File: src/verif/program.hex
// Instruction ROM image, one 32-bit word per line, first word at 0x3000
// Column 1 is the hex word, the comment gives its address and assembly
3c011234 // 3000 lui   $1, 0x1234
34215678 // 3004 ori   $1, $1, 0x5678
2402fffd // 3008 addiu $2, $0, -3
00221821 // 300c addu  $3, $1, $2
00612023 // 3010 subu  $4, $3, $1
0041282a // 3014 slt   $5, $2, $1
00a13024 // 3018 and   $6, $5, $1
00c33825 // 301c or    $7, $6, $3
ac070000 // 3020 sw    $7, 0($0)
8c080000 // 3024 lw    $8, 0($0)
01084821 // 3028 addu  $9, $8, $8
ac090004 // 302c sw    $9, 4($0)
8c0a0004 // 3030 lw    $10, 4($0)
11490002 // 3034 beq   $10, $9, 0x3040
240b0001 // 3038 addiu $11, $0, 1
240c0002 // 303c addiu $12, $0, 2
00220021 // 3040 addu  $0, $1, $2
15600003 // 3044 bne   $11, $0, 0x3054
340d00ff // 3048 ori   $13, $0, 0x00ff
240c0007 // 304c addiu $12, $0, 7
240c0008 // 3050 addiu $12, $0, 8
11a00006 // 3054 beq   $13, $0, 0x3070
25ae0001 // 3058 addiu $14, $13, 1
0c000c1e // 305c jal   0x3078
03e07821 // 3060 addu  $15, $31, $0
ac0e0008 // 3064 sw    $14, 8($0)
8c130008 // 3068 lw    $19, 8($0)
ac13000c // 306c sw    $19, 12($0)
08000c21 // 3070 j     0x3084
26700005 // 3074 addiu $16, $19, 5
27f10004 // 3078 addiu $17, $31, 4
03e00008 // 307c jr    $31
022e9025 // 3080 or    $18, $17, $14
0c000c21 // 3084 jal   0x3084
00000000 // 3088 nop

File: src/mipsPkg.sv
`default_nettype none

package mipsPkg;

	//////////////////////////////////////////////////////////////////////
	// Memory sizes and program image
	//////////////////////////////////////////////////////////////////////
	localparam int ImemWords = 1024;
	localparam int DmemWords = 1024;
	localparam int ImemAddrW = $clog2(ImemWords);
	localparam int DmemAddrW = $clog2(DmemWords);
	localparam logic [31:0] ResetPc = 32'h0000_3000;
	localparam string ProgramFile = "/design/src/verif/program.hex";

	// Primary opcodes
	localparam logic [5:0] OpSpecial = 6'h00;
	localparam logic [5:0] OpJ       = 6'h02;
	localparam logic [5:0] OpJal     = 6'h03;
	localparam logic [5:0] OpBeq     = 6'h04;
	localparam logic [5:0] OpBne     = 6'h05;
	localparam logic [5:0] OpAddiu   = 6'h09;
	localparam logic [5:0] OpOri     = 6'h0d;
	localparam logic [5:0] OpLui     = 6'h0f;
	localparam logic [5:0] OpLw      = 6'h23;
	localparam logic [5:0] OpSw      = 6'h2b;

	// SPECIAL function codes
	localparam logic [5:0] FnJr   = 6'h08;
	localparam logic [5:0] FnAddu = 6'h21;
	localparam logic [5:0] FnSubu = 6'h23;
	localparam logic [5:0] FnAnd  = 6'h24;
	localparam logic [5:0] FnOr   = 6'h25;
	localparam logic [5:0] FnSlt  = 6'h2a;

	// ALU operations
	localparam logic [2:0] AluAdd = 3'd0;
	localparam logic [2:0] AluSub = 3'd1;
	localparam logic [2:0] AluAnd = 3'd2;
	localparam logic [2:0] AluOr  = 3'd3;
	localparam logic [2:0] AluSlt = 3'd4;
	localparam logic [2:0] AluLui = 3'd5;

	// Writeback source, destination select, branch and jump kinds
	localparam logic [1:0] WbAlu   = 2'd0;
	localparam logic [1:0] WbMem   = 2'd1;
	localparam logic [1:0] WbPc8   = 2'd2;
	localparam logic [1:0] DstRt   = 2'd0;
	localparam logic [1:0] DstRd   = 2'd1;
	localparam logic [1:0] DstRa   = 2'd2;
	localparam logic [1:0] BrNone  = 2'd0;
	localparam logic [1:0] BrBeq   = 2'd1;
	localparam logic [1:0] BrBne   = 2'd2;
	localparam logic [1:0] JmpNone = 2'd0;
	localparam logic [1:0] JmpImm  = 2'd1;
	localparam logic [1:0] JmpReg  = 2'd2;

	// Next-PC codes from decode
	localparam logic [1:0] NpcPlus4  = 2'd0;
	localparam logic [1:0] NpcBranch = 2'd1;
	localparam logic [1:0] NpcJump   = 2'd2;
	localparam logic [1:0] NpcReg    = 2'd3;

	// Operand not read at all, never stalls
	localparam logic [1:0] TuseNone = 2'd3;

	typedef union packed {
		struct packed {
			logic [5:0] op;
			logic [4:0] rs;
			logic [4:0] rt;
			logic [4:0] rd;
			logic [4:0] shamt;
			logic [5:0] funct;
		} rView;
		struct packed {
			logic [5:0]  op;
			logic [4:0]  rs;
			logic [4:0]  rt;
			logic [15:0] imm16;
		} iView;
	} instrU;

	typedef struct packed {
		logic [2:0] aluOp;
		logic       aluSrcImm;
		logic       extSigned;
		logic       regWrite;
		logic [1:0] wbSel;
		logic [1:0] dstSel;
		logic       memWrite;
		logic [1:0] brKind;
		logic [1:0] jmpKind;
		logic [1:0] tuseRs;
		logic [1:0] tuseRt;
		// Cycles until result, counted from decode
		logic [1:0] tnew;
	} ctrlT;

	typedef struct packed {
		logic [31:0] pc;
		instrU       instr;
		logic [31:0] rsVal;
		logic [31:0] rtVal;
		logic [31:0] imm;
		logic [4:0]  dst;
		ctrlT        ctrl;
	} deRegT;

	typedef struct packed {
		logic [31:0] pc;
		logic [31:0] aluRes;
		logic [31:0] storeData;
		logic [4:0]  rtAddr;
		logic [4:0]  dst;
		ctrlT        ctrl;
	} emRegT;

	typedef struct packed {
		logic [31:0] pc;
		logic [31:0] aluRes;
		logic [31:0] loadData;
		logic [4:0]  dst;
		ctrlT        ctrl;
	} mwRegT;

	typedef struct packed {
		logic [31:0] pc;
		logic [4:0]  addr;
		logic [31:0] data;
	} retireT;

	typedef struct packed {
		logic [31:0] pc;
		logic [29:0] addr;
		logic [31:0] data;
	} storeT;

	typedef struct packed {
		logic [4:0]  addr;
		logic [31:0] data;
		logic        ready;
	} fwdT;

	// Youngest matching producer wins, a pending one leaves the old value
	function automatic logic [31:0] fwdPick(fwdT young, fwdT old, logic [4:0] src,
			logic [31:0] regVal);
		logic [31:0] val;
		val = regVal;
		if (src != 5'd0 && young.addr == src) begin
			if (young.ready)
				val = young.data;
		end else if (src != 5'd0 && old.addr == src && old.ready) begin
			val = old.data;
		end
		return val;
	endfunction

	// One stage further down the pipe
	function automatic logic [1:0] tnewStep(logic [1:0] t);
		return (t == 2'd0) ? 2'd0 : t - 2'd1;
	endfunction

endpackage

`default_nettype wire

File: src/executeStage.sv
`timescale 1ns/100ps
`default_nettype none

module executeStage import mipsPkg::*; (
	input  logic       clk,
	input  logic       rstN,
	input  deRegT      deReg,
	input  fwdT        fwdM,
	input  fwdT        fwdW,
	output emRegT      emReg,
	output fwdT        fwdE,
	output logic [4:0] dstE,
	output logic [1:0] tnewE,
	output logic       writeE
);

	logic [31:0] srcA;
	logic [31:0] srcB;
	logic [31:0] rtFwd;
	logic [31:0] aluOut;
	logic [31:0] result;

	// Operands captured in decode may still be stale
	assign srcA = fwdPick(fwdM, fwdW, deReg.instr.rView.rs, deReg.rsVal);
	assign rtFwd = fwdPick(fwdM, fwdW, deReg.instr.rView.rt, deReg.rtVal);
	assign srcB = deReg.ctrl.aluSrcImm ? deReg.imm : rtFwd;

	//////////////////////////////////////////////////////////////////////
	// ALU
	//////////////////////////////////////////////////////////////////////
	always_comb begin
		case (deReg.ctrl.aluOp)
			AluSub:  aluOut = srcA - srcB;
			AluAnd:  aluOut = srcA & srcB;
			AluOr:   aluOut = srcA | srcB;
			AluSlt:  aluOut = {31'd0, $signed(srcA) < $signed(srcB)};
			AluLui:  aluOut = {srcB[15:0], 16'h0000};
			default: aluOut = srcA + srcB;
		endcase
	end

	// Link address for jal
	assign result = (deReg.ctrl.wbSel == WbPc8) ? deReg.pc + 32'd8 : aluOut;

	assign tnewE = tnewStep(deReg.ctrl.tnew);
	assign dstE = deReg.dst;
	assign writeE = deReg.ctrl.regWrite;

	assign fwdE.addr = writeE ? deReg.dst : 5'd0;
	assign fwdE.data = result;
	assign fwdE.ready = (tnewE == 2'd0);

	always_ff @(posedge clk or negedge rstN) begin
		if (!rstN) begin
			emReg <= '0;
		end else begin
			emReg.pc <= deReg.pc;
			emReg.aluRes <= result;
			emReg.storeData <= rtFwd;
			emReg.rtAddr <= deReg.instr.rView.rt;
			emReg.dst <= deReg.dst;
			emReg.ctrl <= deReg.ctrl;
			emReg.ctrl.tnew <= tnewE;
		end
	end

endmodule

`default_nettype wire

File: config.mk
export PLATFORM = sky130hd
export DESIGN_NAME = executeStage
export DESIGN_NICKNAME = d
export VERILOG_FILES = /design/src/mipsPkg.sv /design/src/executeStage.sv
export SDC_FILE = /design/constraint.sdc
export NUM_CORES = 1
export LEC_CHECK = 0
export BUFFER_PORTS_ARGS = -buffer_cell sky130_fd_sc_hd__buf_2
export CAP_MARGIN = 15
export CORE_AREA = 4 4 167 169
export CTS_CLUSTER_SIZE = 24
export DETAILED_ROUTE_END_ITERATION = 10
export DIE_AREA = 0 0 171 173
export PLACE_DENSITY = 0.7
export SYNTH_ARGS = -nofsm -noshare
export SYNTH_HDL_FRONTEND = slang
export SYNTH_SLANG_ARGS = --single-unit
File: constraint.sdc
create_clock -name clk -period 4.5 [get_ports clk]
set_input_delay 0 -clock clk [delete_from_list [all_inputs] [get_ports clk]]
set_output_delay 0 -clock clk [all_outputs]
set_load 0.05 [all_outputs]
Word-level counts from Yosys, hierarchy flattened
Index checks and enable logic that the tools add are counted.
Word-level totals
  memories kept: 0
  latch bits: 0
  RAM bits: 0
  output and inout bits: 173
  bits in read-only memories: 0
  logic and storage cells: 55
  input port bits: 264
  bits in registers: 127
Operators by class
  multipliers: 0
  div/mod/pow operators: 0
  multiplexer cells: 11
  order comparisons: 1
  bitwise logic cells: 2
  shift operators: 0
  reduce and logical (&&, ||, !) cells: 10
  add/subtract/negate cells: 4
  equality and inequality tests: 10
Operators with widths (count)
  two-way mux 32 bit: 8
  case mux 32 bit (5 select lines): 1
  adder 32 bit: 1
  adder 32 x 4 -> 32 bit, second input constant: 1
  AND 32 bit: 1
  less-than comparator 32 bit: 1
  bitwise OR 32 bit: 1
  subtractor 32 bit: 1
  == test 5 bit: 4
  nonzero test 5 bit: 2
  == test 3 x 2 -> 1 bit, second input constant: 2
  == test 3 bit, second input constant: 2
  logical AND 1 bit: 6
  two-way mux 5 bit: 1
  zero test 2 bit: 2
  == test 3 x 1 -> 1 bit, second input constant: 1
  == test 2 bit, second input constant: 1
  two-way mux 2 bit: 1
  subtractor 2 x 1 -> 2 bit, second input constant: 1

Logic depth before layout (Yosys ltp)
  word-level depth: 9
  gate-level depth with buffers: 21
  mapped depth without buffers: 18

Least setup slack after synthesis
No wires, ideal clock.
  kind: input -> register
  start: input deReg[139] (netlist name)
  end: register emReg[79] (netlist name)
  slack: -0.629 ns
  stages: 17
  arrival: 4.874 ns
  path buffers: 2
  setup time: 0.255 ns
  required time: 4.245 ns
  cells stage by stage: or4_1 o21a_1 and3_4 buf_6 buf_2 a22oi_1 nand2_1 mux2_2 fa_1 nor2b_1 o211ai_1 a2111oi_1 o41ai_1 o21bai_1 o221ai_1 nor2_1 a211oi_1
RTL lines
  from (decl): RTL line executeStage.sv:7  | input deRegT deReg,
  to (decl): RTL line executeStage.sv:10  | output emRegT emReg,

==> impl_results.md <==
* Post-detail-place hpwl at 42540 um
* Min-delay worst type: in -> reg
* Layout cell share with drive strength beyond 1 at 0.4257
* CP Cell Sequence: buf_6, or4_4, o21a_1, and3_4, buf_4, a221o_1, o22ai_2, ha_4, buf_4, nor2_2, o211ai_1, buf_4, a2111oi_4, o41ai_2, buf_4, buf_6, o31a_1, buf_6, a21oi_2, o221ai_1, o21ai_1, buf_6
* Core Region at 26580 um2
* Worst path depth at 22
* Final Hold Viols at 0
* Critical path class: in -> out
* Critical path required time at 4500 ps
* Cell Rows at 60
* PD cells at 326.7 nW/um2
* Initial core utilization at 0.4110
* Design Area, Final at 18350 um2
* Nets at 2472
* GP Congestion at 0.9895
* Post-DP Area at 15380 um2
* Clock root cell: clkbuf_16
* TritonCTS Buffers at 17
* Fin crit period at 4618 ps
* CP Launch Type: primary input
* Biggest regs: emReg: 127 flops
* Chip Height at 173 um
* Worst path slowest cell: or4_4
* CP max stage delay at 540 ps
* Total GRT Usage at 0.3572
* Largest net degree at the start of global routing at 87
* Hold path endpoint: emReg[47]$_DFF_PN0_
* Max Clk Rate at 216.6 MHz
* Final setup viols at 1
* Failing checks: negative setup slack
* Hold Slack at 23.81 ps
* CP Buf/Inv Count at 8
* Worst hold path cell count at 4
* Critical path's top delay family: compound AO/OA/AOI/OAI gates
* Die Footprint at 29580 um2
* Multi-input logic area at 7848 um2
* Wire length per cell at 22.64 um
* Max reg flops at 127
* Die X at 171 um
* Syn Nets at 1692
* RSZ-0062 raised after global routing: true
* Slew headroom at 0.2172
* Crit Path Max Fanout at 7
* Residual DRC count at 0
* CP Capture Type: primary output
* Commonest cells in the synthesized netlist: nor2_1 (131), dfrtp_1 (127), inv_1 (101)
* Final cycle utilization of the critical path at 1.026
* Max Cap Viol at 0
* Synth area leaders: dfrtp_1 (29%), ha_1 (11%), nor2_1 (4.5%)
* Clock Tree Buf Depth at 2
* IO Port Bufs at 414
* # clock sinks at 127
* Post-Syn Instances at 1329
* Total Routed Length at 55890 um
* Routed vias/inst at 5.705
* Leakage power at 8.897 nW
* Post-synthesis cell type with the largest combined area: dfrtp_1
* Global-route wire length before repair at 82080 um
* Count of cell types in the netlist at 76
* Seq/Total Area, Yosys at 0.2910
* Count leader, synth: nor2_1
* Slew @ Worst Pin at 1159 ps
* Final worst-path setup slack at -117.8 ps
* Reg area at 3178 um2
* Pre-antenna DRT Iters at 6
* Grt ovf at 0
* # fillers at 2172
* WP data arrival at 4620 ps
* Number of enable flip-flop cells after synthesis at 0
* Top FF cell, synth: dfrtp_1
* Avg Cell Area, Syn at 8.218 um2
* Hold_sp: fwdW[17]
* Clk slew on worst S/H paths at 60 ps
* Antenna violations before repair at 6
* IO Pins at 437
* H-tree level count at 4
* Synthesis-stage register bit count at 127
* TritonCTS clock tree: built
* Status: complete, but fails checks
* Synth Cell Area at 10920 um2
* DRT iter0 DRCs at 1121
* YS warnings at 0
* Area growth syn-to-layout at 68.03%
* Largest Register: emReg
* Post-synth ARST share at 1.000
* Final Slew Violations at 0
* Share of the synthesized area in the top cell type at 0.2910
* Vias in the first global route at 14240
* Detailed-route via count at 14080
* Peak supply drop at 0.2378 mV
* Antenna viol nets, final at 0
cell usage in the layout (no fill, tap or decap), types with 10 or more instances in the layout:
| cell type | instances |
|---|---|
| xnor2_1 | 28 |
| mux2i_1 | 10 |
| o22a_1 | 33 |
| nor2b_1 | 15 |
| dlygate4sd3_1 | 123 |
| xor2_1 | 33 |
| nand3_1 | 22 |
| buf_12 | 11 |
| dfrtp_1 | 127 |
| o21ai_1 | 10 |
| nor2_1 | 124 |
| inv_1 | 96 |
| o211ai_1 | 10 |
| o221ai_1 | 13 |
| nand4_1 | 15 |
| a21oi_2 | 10 |
| o21ai_0 | 57 |
| and3_1 | 10 |
| a221o_1 | 10 |
| o22ai_1 | 18 |
| a22oi_1 | 11 |
| buf_6 | 21 |
| a21oi_1 | 84 |
| o31ai_1 | 13 |
| nand2_1 | 91 |
| nor3_1 | 14 |
| nand2b_1 | 14 |
| a21o_1 | 17 |
| o21bai_1 | 10 |
| a22oi_2 | 13 |
| ha_1 | 88 |
| and2_1 | 11 |
| buf_2 | 388 |
| buf_4 | 295 |
| o21a_1 | 40 |
| clkbuf_16 | 17 |
routing by layer:
layer  wire length, um  up-vias  global-route usage  share of wire
li1                  -     6369                   -              -
met3              3920      168             0.05647          0.070
met4              2765        0              0.1664          0.049
met1             21100     6851              0.4240           0.38
met2             28100      693              0.6262           0.50
met5                 0        -                   0              0
area by class of cell:
| class | count | share of cell area |
|---|---|---|
| multi-input cells | 1023 | 0.4276 |
| repair buffers | 839 | 0.3189 |
| flip-flops and latches | 127 | 0.1732 |
| clock buffers | 18 | 0.02393 |
| well taps | 341 | 0.02325 |
| inverters | 101 | 0.02079 |
| clock inverters | 13 | 0.01152 |
| diodes | 6 | 0.0008182 |
power by group:
group	total [mW]	leakage, nW	internal, mW	switching, mW
sequential	1.28	1.49	1.25	0.0282
combinational	3.12	7.09	1.22	1.91
clock	1.60	0.316	0.999	0.599
per-stage QoR:
stage | utilization | std cells | setup WS (ps) | TNS [ps] | total power, mW
finish | 0.6905 | 2468 | -117.8 | -117.8 | 5.996
global route | 0.6905 | 2468 | -245.4 | -1505 | 6.228
CTS | 0.6678 | 2444 | 2.642 | 0 | 5.826
detailed placement | 0.5789 | 2276 | -489.4 | -8028 | 4.015
global placement | 0.5789 | 2276 | -521.4 | -7135 | 4.008
floorplan | - | 1329 | -88.86 | -88.86 | 2.891
cells by family (layout without fill, tap and decap cells):
| logic type | Yosys count | count (layout) | share of synthesized area |
|---|---|---|---|
| other | 0 | 6 | 0 |
| xor gates and xnor gates | 65 | 65 | 0.05213 |
| AOI/OAI and AO/OA | 463 | 463 | 0.2956 |
| adders and majority gates | 99 | 99 | 0.1148 |
| and+or+nand+nor | 378 | 378 | 0.1635 |
| DFF | 127 | 127 | 0.2910 |
| buffers and inverters | 179 | 971 | 0.06553 |
| muxes | 18 | 18 | 0.01753 |
worst max-delay path by stage:
stage               start             endpoint  slack [ps]
2_1_floorplan  deReg[139]  emReg[79]$_DFF_PN0_         -90
3_3_place_gp   deReg[139]             fwdE[20]        -520
3_5_place_dp   deReg[139]             fwdE[20]        -490
4_1_cts        deReg[139]             fwdE[21]           3
5_1_grt        deReg[139]             fwdE[21]        -250
6_report       deReg[139]             fwdE[21]        -120
repair_timing:
action / 4_1_cts / 5_1_grt
gates cloned: 0 / 0
gates resized for setup: 82 / 107
pin swaps: 27 / 38
endpoints found under the setup margin: 21 / 25
hold endpoints to repair: 197 / 1
buffers inserted: 16 / 18
hold buffers: 122 / 1
No activity file was read; power rests on OpenSTA's default activity.
