[config.mk]
export PLATFORM = sky130hd
export DESIGN_NAME = hazardUnit
export DESIGN_NICKNAME = d
export VERILOG_FILES = /design/src/hazardUnit.sv
export SDC_FILE = /design/constraint.sdc
export NUM_CORES = 1
export LEC_CHECK = 0
export ABC_AREA = 0
export BUFFER_PORTS_ARGS = -buffer_cell sky130_fd_sc_hd__buf_2
export CAP_MARGIN = 20
export CORE_AREA = 4 4 41 43
export DETAILED_ROUTE_END_ITERATION = 8
export DIE_AREA = 0 0 45 47
export PLACE_DENSITY_LB_ADDON = 0.08
export SLEW_MARGIN = 5
export SYNTH_ARGS = -nofsm -noshare
export SYNTH_HDL_FRONTEND = slang
export SYNTH_SLANG_ARGS = --single-unit
[constraint.sdc]
create_clock -name vclk -period 4.8
set_clock_uncertainty 0.2 [all_clocks]
set_input_delay 0.96 -clock vclk [all_inputs]
set_output_delay 0.96 -clock vclk [all_outputs]
set_load 0.005 [all_outputs]
[src/hazardUnit.sv]
`timescale 1ns/100ps
`default_nettype none

module hazardUnit (
	input  logic [4:0] rsD,
	input  logic [4:0] rtD,
	input  logic [1:0] tuseRsD,
	input  logic [1:0] tuseRtD,
	input  logic [4:0] dstE,
	input  logic [4:0] dstM,
	input  logic [1:0] tnewE,
	input  logic [1:0] tnewM,
	input  logic       writeE,
	input  logic       writeM,
	output logic       stall
);

	logic rsStallE;
	logic rsStallM;
	logic rtStallE;
	logic rtStallM;

	// Source waits on a producer whose result comes later than it is needed
	function automatic logic pending(logic [4:0] src, logic [1:0] tuse, logic [4:0] dst,
			logic [1:0] tnew, logic wr);
		return wr && (dst != 5'd0) && (dst == src) && (tnew > tuse);
	endfunction

	assign rsStallE = pending(rsD, tuseRsD, dstE, tnewE, writeE);
	assign rsStallM = pending(rsD, tuseRsD, dstM, tnewM, writeM);
	assign rtStallE = pending(rtD, tuseRtD, dstE, tnewE, writeE);
	assign rtStallM = pending(rtD, tuseRtD, dstM, tnewM, writeM);

	// Holds fetch and decode, execute gets a bubble
	assign stall = rsStallE | rsStallM | rtStallE | rtStallM;

endmodule

`default_nettype wire

# Word level (Yosys, flattened, before mapping)

Index checks and enable logic that the tools add are counted.

Bits in registers: 0
Bits of input ports: 30
Output and inout port bits: 1

Magnitude comparators: 4
Eq/ne operators: 4
Bitwise operators: 3
Reduce and logical (&&, ||, !) cells: 12

Operator list:

| cell               | count |
|---|---|
| == test 5 bit      | 4 |
| logical AND 1 bit  | 10 |
| nonzero test 5 bit | 2 |
| > comparator 2 bit | 4 |
| OR 1 bit           | 3 |

# Longest topological paths before layout

Gate-level depths: netlist of the first run.

Word-level depth: 7
Mapped depth: 7
Gate-level depth less buffers: 7

# Worst setup path before layout of the first run

OpenSTA, ideal clock, no wires.

Kind: input port to output port
Start point: input port tuseRsD[1]
End point: output port stall
Data arrival time: 1.937 ns
Data required time: 3.640 ns
Slack: 1.703 ns
Stages on the path: 6
Cell sequence: inv_1 > ha_1 > a21oi_1 > a2111oi_4 > a21oi_1 > o22ai_1

Longest elaborated chain between the ends: 5
Elaborated cells on any way between the ends: 7

Ends and longest elaborated chain:

| item                     | RTL line | RTL |
|---|---|---|
| start: declaration       | 7        | `input logic [1:0] tuseRsD,` |
| > comparator 2 bit       | 26       | `return wr && (dst != 5'd0) && (dst == src) && (tnew > tuse);` |
| logical AND 1 bit        | 26       |  |
| OR 1 bit * (3 in series) | 35       | `assign stall = rsStallE \| rsStallM \| rtStallE \| rtStallM;` |
| end: declaration         | 15       | `output logic stall` |

Mark *: on every way between the ends. The rest lies on a longest branch, timed or not.

# Worst setup path after layout of the first run

Ends and elaborated chain as after synthesis.

==> impl_summary.txt, run 1 <==
----------------------------------------------------
[Floorplan]
  DIE AREA ... 2115 um2
  Core outline area ... 1301 um2
  Row Count ... 13
  Floorplan die height ... 47 um
  Die X ... 45 um
  Count of boundary I/O pins ... 31
  Effective utilization at floorplan ... 0.3433

[Critical path]
  Worst Setup End Kind ... output port
  Critical path required time ... 3.64 ns
  Crit path DAT ... 2.18 ns
  Category of the worst setup path launch point ... input pin
  Largest fanout on the critical path ... 2
  Class of the most critical setup path ... in -> out

[Global route]
  Remaining global-route overflow ... 0
  Pin count of the biggest net entering global routing ... 4
  GR Util All Layers ... 0.1125
  Vias in the first global route ... 445
  Wire length of the first global-routing pass ... 1.787 mm
  Number of antenna violations at the first check in global routing ... 0

[Yosys]
  Number of instances in the synthesized netlist ... 57
  Count of unique library cells instantiated by Yosys ... 14
  Average cell area after synthesis ... 7.836 um2
  Cell area after synthesis ... 446.7 um2
  Combinational family with the most area after synthesis ... XOR/XNOR gates
  Adder-cell area share of the yosys netlist ... 0.2241
  Post-synthesis share of cell area spent on xor and xnor gates ... 0.3922
  Share of synthesized area spent on multiplexers ... 0
  Cell type with the largest total area after synthesis ... xor2_1
  Sequential element share of the synthesized area ... 0
  Warning count from the yosys run ... 0
  Leading cell types by total area after synthesis ... xor2_1 27%, ha_1 22%, xnor2_1 12%
  Yosys top cell area share ... 0.2745
  Synth Area in Compound Gates ... 0.1877
  Fraction of the mapped netlist area in simple logic gates ... 0.1289
  Synthesized netlist net count ... 95

[Layout]
  Ant diodes ... 0
  Fraction of final layout cells with drive strength greater than 1 ... 0.3636
  Most common cell after layout, fill and taps aside ... buf_2
  Sequential cells ... 0
  Number of nets at the end of the flow ... 128
  Total of clock buffers placed in the layout ... 0
  Signed area change from the synthesized netlist to the final layout ... 38.94%
  Total area of sequential cells ... 0 um2
  Layout Cells excl Fill ... 103
  Leading cell types in the layout, fill and taps excluded ... 31 x buf_2, 14 x xor2_1, 8 x inv_1, 8 x ha_1

[Timing]
  Final count of pins violating max slew ... 0
  Final worst path period need ... 3.337 ns
  Share of the cycle needed by the critical path after routing ... 0.6953
  Actual transition at the worst max-transition pin ... 0.3375 ns
  Maximum clock rate ... 299.7 MHz
  Fin Setup TNS ... 0 ns
  RSZ-0062 raised after global routing ... no
  Final critical-path setup slack ... 1.463 ns
  Number of setup violations in the final report ... 0
  Number of failing hold endpoints at the final stage ... 0
  Worst slew margin relative to its limit ... 0.7744

[Power and ir drop]
  Max rail drop VDD ... 0.03722 mV
  Switching Fraction ... 0.5000
  Sequential group share of total power ... 0
  PwrDens ... 83.43 nW/um2
  Logic gate share of total power ... 1.000
  Total power of the final layout ... 0.05178 mW
  Clock group share of total power ... 0
  Standby leakage power ... 0.3135 nW
  Net load switching power ... 0.02589 mW
  Internal power ... 0.02589 mW

[Route]
  Remaining DRCs ... 0
  Routed wire length ... 1.142 mm
  Via Count ... 500
  Count of antenna-violating nets left after detailed routing ... 0
  Average via count per standard cell ... 4.854
  Number of iterations in the first detailed-routing pass ... 4
  Initial DRC Count ... 4
  Avg WL per Cell ... 11.09 um

[Clock tree]
  Post-CTS setup-driven buffer insertion count ... 0
  Post-cts resize count ... 0
  Hold-fix buffers at CTS ... 0

[Hold path]
  Class of the tightest hold or removal check ... in -> out

[Job]
  Max-cap viol count ... 0

[Placement]
  Quantity of I/O buffers inserted on ports ... 31
  Setup slack at placement ... 1.461 ns
  Post-DP HPWL ... 1.109 mm
  Placed instance count ... 103
  GPL Wtd Cong ... 0.7613

[Outcome]
  Run status ... finished, final reports clean

----------------------------------------------------
==> synthesized netlist by cell type <==
| cell type | n |
|---|---|
| nor4_1 | 2 |
| ha_1 | 8 |
| o22ai_1 | 1 |
| a2111oi_4 | 1 |
| nor3_1 | 2 |
| nand2_1 | 2 |
| or4_1 | 2 |
| a2111oi_1 | 1 |
| xnor2_1 | 6 |
| inv_1 | 8 |
| o21ai_1 | 2 |
| nand4_1 | 2 |
| xor2_1 | 14 |
| a21oi_1 | 6 |
==> cell families after synthesis <==
kind of cell,Yosys count
xor gates and xnor gates,20
AOI/OAI and AO/OA,11
and+or+nand+nor,10
adders and majority gates,8
buffers and inverters,8
==> per-layer routing <==
metal,vias to the layer above,part of all wire,global-route usage
met5,-,0,0
met4,0,0,0
met3,0,0.091,0.007663
met2,24,0.51,0.2175
met1,212,0.40,0.1438
li1,264,-,-
==> per-stage QoR <==
stage	utilization	hold WS, ns	cell area [um2]
2_1_floorplan	-	1.857	446.7
3_3_place_gp	0.4769	2.088	620.6
3_5_place_dp	0.4769	2.081	620.6
4_1_cts	0.4769	2.083	620.6
5_1_grt	0.4769	2.146	620.6
6_report	0.4769	2.091	620.6
==> path summary, 6_finish.rpt <==
check	startpoint	endpoint	slack (ns)	cells after the start
hold / removal	writeM	stall	2.09	4
setup / recovery	tuseRsD[1]	stall	1.46	8
==> power groups by stage <==
stage                     clock, mW  combinational [mW]  sequential (mW)
after floorplan                   0              0.0286                0
after global placement            0              0.0523                0
after detailed placement          0              0.0525                0
after CTS                         0              0.0527                0
after global routing              0              0.0588                0
final                             0              0.0518                0
==> final cells by class <==
type	instances	area (um2)
fill	140	680.7
multi-input combinational	49	416.7
timing repair buffer	31	155.1
inverter	8	30.03
tap	15	18.77
==> critical path: stages <==
cell and delay [ns]:
buf_2 0.07, inv_1 0.04, ha_1 0.33, a21oi_1 0.11
a2111oi_4 0.27, a21oi_1 0.10, o22ai_1 0.15, buf_2 0.14
Power figures use the tool's default switching activity.
==> inputs of run 2 (changes only) <==
==> constraint.sdc (replaced) <==
create_clock -name vclk -period 3.3
set_clock_uncertainty 0.2 [all_clocks]
set_input_delay 0.66 -clock vclk [all_inputs]
set_output_delay 0.66 -clock vclk [all_outputs]
set_load 0.005 [all_outputs]
==> impl_summary.txt, run 2 (synthesized netlist as in run 1, its figures left out) <==
----------------------------------------------------
[Timing]
  RSZ-0062 raised after global routing ... no
  Fin Setup TNS ... 0 ns
  Maximum clock rate ... 365.7 MHz
  Share of the cycle needed by the critical path after routing ... 0.8286
  Number of setup violations in the final report ... 0
  Final count of pins violating max slew ... 0
  Worst slew margin relative to its limit ... 0.7655
  Actual transition at the worst max-transition pin ... 0.3509 ns
  Final worst path period need ... 2.734 ns
  Number of failing hold endpoints at the final stage ... 0

[Outcome]
  Run status ... finished, final reports clean

[Layout]
  Most common cell after layout, fill and taps aside ... buf_2
  Sequential cells ... 0
  Total of clock buffers placed in the layout ... 0
  Number of nets at the end of the flow ... 128
  Signed area change from the synthesized netlist to the final layout ... 38.94%
  Ant diodes ... 0
  Final design instance area without fill ... 620.6 um2
  Total area of sequential cells ... 0 um2
  Fraction of final layout cells with drive strength greater than 1 ... 0.3636
  Leading cell types in the layout, fill and taps excluded ... 31 x buf_2, 14 x xor2_1, 8 x inv_1, 8 x ha_1
  Final core area utilization ... 0.4769
  Layout Cells excl Fill ... 103

[Floorplan]
  Core outline area ... 1301 um2
  Floorplan die height ... 47 um
  Count of boundary I/O pins ... 31
  Row Count ... 13
  Effective utilization at floorplan ... 0.3433
  Die X ... 45 um
  DIE AREA ... 2115 um2

[Critical path]
  Worst Setup End Kind ... output port
  Category of the worst setup path launch point ... input pin
  Class of the most critical setup path ... in -> out
  Critical path required time ... 2.44 ns
  Crit path DAT ... 1.87 ns
  Largest fanout on the critical path ... 2

[Power and ir drop]
  Standby leakage power ... 0.3135 nW
  PwrDens ... 121.3 nW/um2
  Max rail drop VDD ... 0.05728 mV

[Placement]
  Quantity of I/O buffers inserted on ports ... 31
  Cell area reported after detailed placement ... 620.6 um2
  GPL Wtd Cong ... 0.7613
  Post-DP HPWL ... 1.122 mm
  Placed instance count ... 103

[Route]
  Via Count ... 492
  Average via count per standard cell ... 4.777
  Initial DRC Count ... 0
  Number of iterations in the first detailed-routing pass ... 1
  Routed wire length ... 1.134 mm
  Avg WL per Cell ... 11.01 um
  Remaining DRCs ... 0
  Count of antenna-violating nets left after detailed routing ... 0

[Job]
  Max-cap viol count ... 0

[Global route]
  Wire length of the first global-routing pass ... 1.766 mm
  Remaining global-route overflow ... 0
  Pin count of the biggest net entering global routing ... 4
  Number of antenna violations at the first check in global routing ... 0
  GR Util All Layers ... 0.1094
  Vias in the first global route ... 450

[Clock tree]
  Post-CTS setup-driven buffer insertion count ... 0
  Hold-fix buffers at CTS ... 0
  Post-cts resize count ... 0

[Hold path]
  Class of the tightest hold or removal check ... in -> out

----------------------------------------------------
==> run 2: worst paths after layout <==
| check | start | to | slack, ns | depth (start not counted) |
|---|---|---|---|---|
| worst max-delay path | tuseRsD[1] | stall | 0.57 | 8 |
| worst min-delay path | writeM | stall | 1.48 | 4 |
==> run 2: area by class of cell <==
cell class         instances  area (um2)
fillers                  153       680.7
inverters                  8       30.03
multi-input cells         49       416.7
well taps                 15       18.77
repair buffers            31       155.1
==> run 2: report_power, final <==
| group | total [mW] | leakage (nW) | switching (mW) | internal (mW) |
|---|---|---|---|---|
| Combinational | 0.0753 | 0.313 | 0.0375 | 0.0377 |
| Clock | 0 | 0 | 0 | 0 |
| Sequential | 0 | 0 | 0 | 0 |
| Total | 0.0753 | 0.313 | 0.0375 | 0.0377 |
==> run 2: metal layers <==
metal | track usage | part of all wire | vias to the layer above
met5 | 0 | 0 | -
met4 | 0 | 0 | 0
met3 | 0.003831 | 0.083 | 0
met2 | 0.2232 | 0.52 | 20
met1 | 0.1326 | 0.39 | 208
li1 | - | - | 264
==> run 2: critical path, cell delays in order <==
cell and delay [ns]:
buf_2 0.07, inv_1 0.04, ha_1 0.32, a21oi_1 0.11, a2111oi_4 0.27, a21oi_1 0.11, o22ai_1 0.15, buf_2 0.13
==> run 2: stage by stage <==
step | worst slack, ns | total power, mW | hold slack [ns]
detailed placement | 0.5646 | 0.07670 | 1.485
floorplan | 0.8029 | 0.04163 | 1.257
CTS | 0.5586 | 0.07703 | 1.486
global placement | 0.5536 | 0.07607 | 1.488
global route | 0.3900 | 0.08523 | 1.543
finish | 0.5655 | 0.07527 | 1.484
==> inputs of run 3 (changes only) <==
==> constraint.sdc (replaced) <==
create_clock -name vclk -period 2.6
set_clock_uncertainty 0.2 [all_clocks]
set_input_delay 0.52 -clock vclk [all_inputs]
set_output_delay 0.52 -clock vclk [all_outputs]
set_load 0.005 [all_outputs]
==> impl_summary.txt, run 3 (synthesized netlist as in run 1, its figures left out) <==
----------------------------------------------------
[Floorplan]
  Count of boundary I/O pins ... 31
  Die X ... 45 um
  Row Count ... 13
  DIE AREA ... 2115 um2
  Floorplan die height ... 47 um
  Effective utilization at floorplan ... 0.3433
  Core outline area ... 1301 um2

[Placement]
  Setup slack at placement ... 0.1414 ns
  Quantity of I/O buffers inserted on ports ... 31
  Post-DP HPWL ... 1.109 mm
  GPL Wtd Cong ... 0.7613

[Outcome]
  Run status ... finished, final reports clean

[Timing]
  Final critical-path setup slack ... 0.1402 ns
  RSZ-0062 raised after global routing ... no
  Worst slew margin relative to its limit ... 0.7513
  Final count of pins violating max slew ... 0
  Final worst path period need ... 2.460 ns
  Share of the cycle needed by the critical path after routing ... 0.9461
  Number of failing hold endpoints at the final stage ... 0
  Hold slack ... 1.201 ns
  Maximum clock rate ... 406.5 MHz
  Actual transition at the worst max-transition pin ... 0.3721 ns
  Number of setup violations in the final report ... 0
  Fin Setup TNS ... 0 ns

[Route]
  Initial DRC Count ... 1
  Number of iterations in the first detailed-routing pass ... 2
  Average via count per standard cell ... 4.835
  Avg WL per Cell ... 11.24 um
  Count of antenna-violating nets left after detailed routing ... 0
  Remaining DRCs ... 0
  Routed wire length ... 1.158 mm
  Via Count ... 498

[Hold path]
  Class of the tightest hold or removal check ... in -> out
  End point of the worst hold path ... stall
  Number of instances on the worst hold path ... 4
  Hold path startpoint ... writeM

[Layout]
  Sequential cells ... 0
  Leading cell types in the layout, fill and taps excluded ... 31 x buf_2, 14 x xor2_1, 8 x inv_1
  Most common cell after layout, fill and taps aside ... buf_2
  Ant diodes ... 0
  Total area of sequential cells ... 0 um2
  Total of clock buffers placed in the layout ... 0
  Signed area change from the synthesized netlist to the final layout ... 43.14%
  Fraction of final layout cells with drive strength greater than 1 ... 0.3864
  Layout fillers ... 141
  Number of nets at the end of the flow ... 128

[Critical path]
  Crit path DAT ... 1.74 ns
  Worst Setup End Kind ... output port
  Class of the most critical setup path ... in -> out
  Category of the worst setup path launch point ... input pin
  Critical path required time ... 1.88 ns
  Largest fanout on the critical path ... 2
  Critical Path Source ... tuseRtD[1]

[Global route]
  GR Util All Layers ... 0.1125
  Remaining global-route overflow ... 0
  Pin count of the biggest net entering global routing ... 4
  Vias in the first global route ... 445
  Number of antenna violations at the first check in global routing ... 0
  Wire length of the first global-routing pass ... 1.787 mm

[Clock tree]
  Hold-fix buffers at CTS ... 0

[Power and ir drop]
  PwrDens ... 154.7 nW/um2
  Max rail drop VDD ... 0.07038 mV
  Standby leakage power ... 0.3140 nW

[Job]
  Max-cap viol count ... 0

----------------------------------------------------
[run 3: cell counts in the layout (fill, tap and decap cells not counted)]
No cell type changed its count.
[run 3: cell type report]
class,instances,area [um2],share of cell area
multi-input combinational,49,435.4,0.6810
timing repair buffer,31,155.1,0.2427
inverter,8,30.03,0.04697
tap,15,18.77,0.02935
[run 3: how the worst max path moves through the flow]
stage	endpoint	slack, ns
4_1_cts	stall	0.14
3_3_place_gp	stall	0.13
6_report	stall	0.14
5_1_grt	stall	0.05
3_5_place_dp	stall	0.14
2_1_floorplan	stall	0.38
[run 3: per-stage QoR]
| step | total power, mW | cell area [um2] | util | std cells |
|---|---|---|---|---|
| after floorplan | 0.05284 | 446.7 | - | 57 |
| after CTS | 0.09738 | 620.6 | 0.4769 | 103 |
| after global routing | 0.1126 | 639.4 | 0.4913 | 103 |
| final | 0.09894 | 639.4 | 0.4913 | 103 |
| after detailed placement | 0.09697 | 620.6 | 0.4769 | 103 |
| after global placement | 0.09655 | 620.6 | 0.4769 | 103 |
[run 3: routing by layer]
layer | vias to the layer above | track usage | wire length [um]
met1 | 214 | 0.1438 | 475
met3 | 0 | 0.007663 | 90
met2 | 20 | 0.2175 | 592
met5 | - | 0 | 0
li1 | 264 | - | -
met4 | 0 | 0 | 0
[run 3: power breakdown]
part	leakage, nW	internal (mW)	total [mW]	switching [mW]
Clock	0	0	0	0
Combinational	0.314	0.0494	0.0989	0.0495
Sequential	0	0	0	0
[run 3: what timing repair did]
item | in CTS | in global routing
setup buffers | 0 | 0
gates resized for setup | 0 | 2
endpoints found under the setup margin | 0 | 1
[run 3: worst max-delay path: stages]
cell and delay [ns]:
buf_2 0.07, inv_1 0.04, ha_1 0.30, a2111oi_1 0.43, a21oi_1 0.12, o22ai_1 0.12
buf_2 0.13
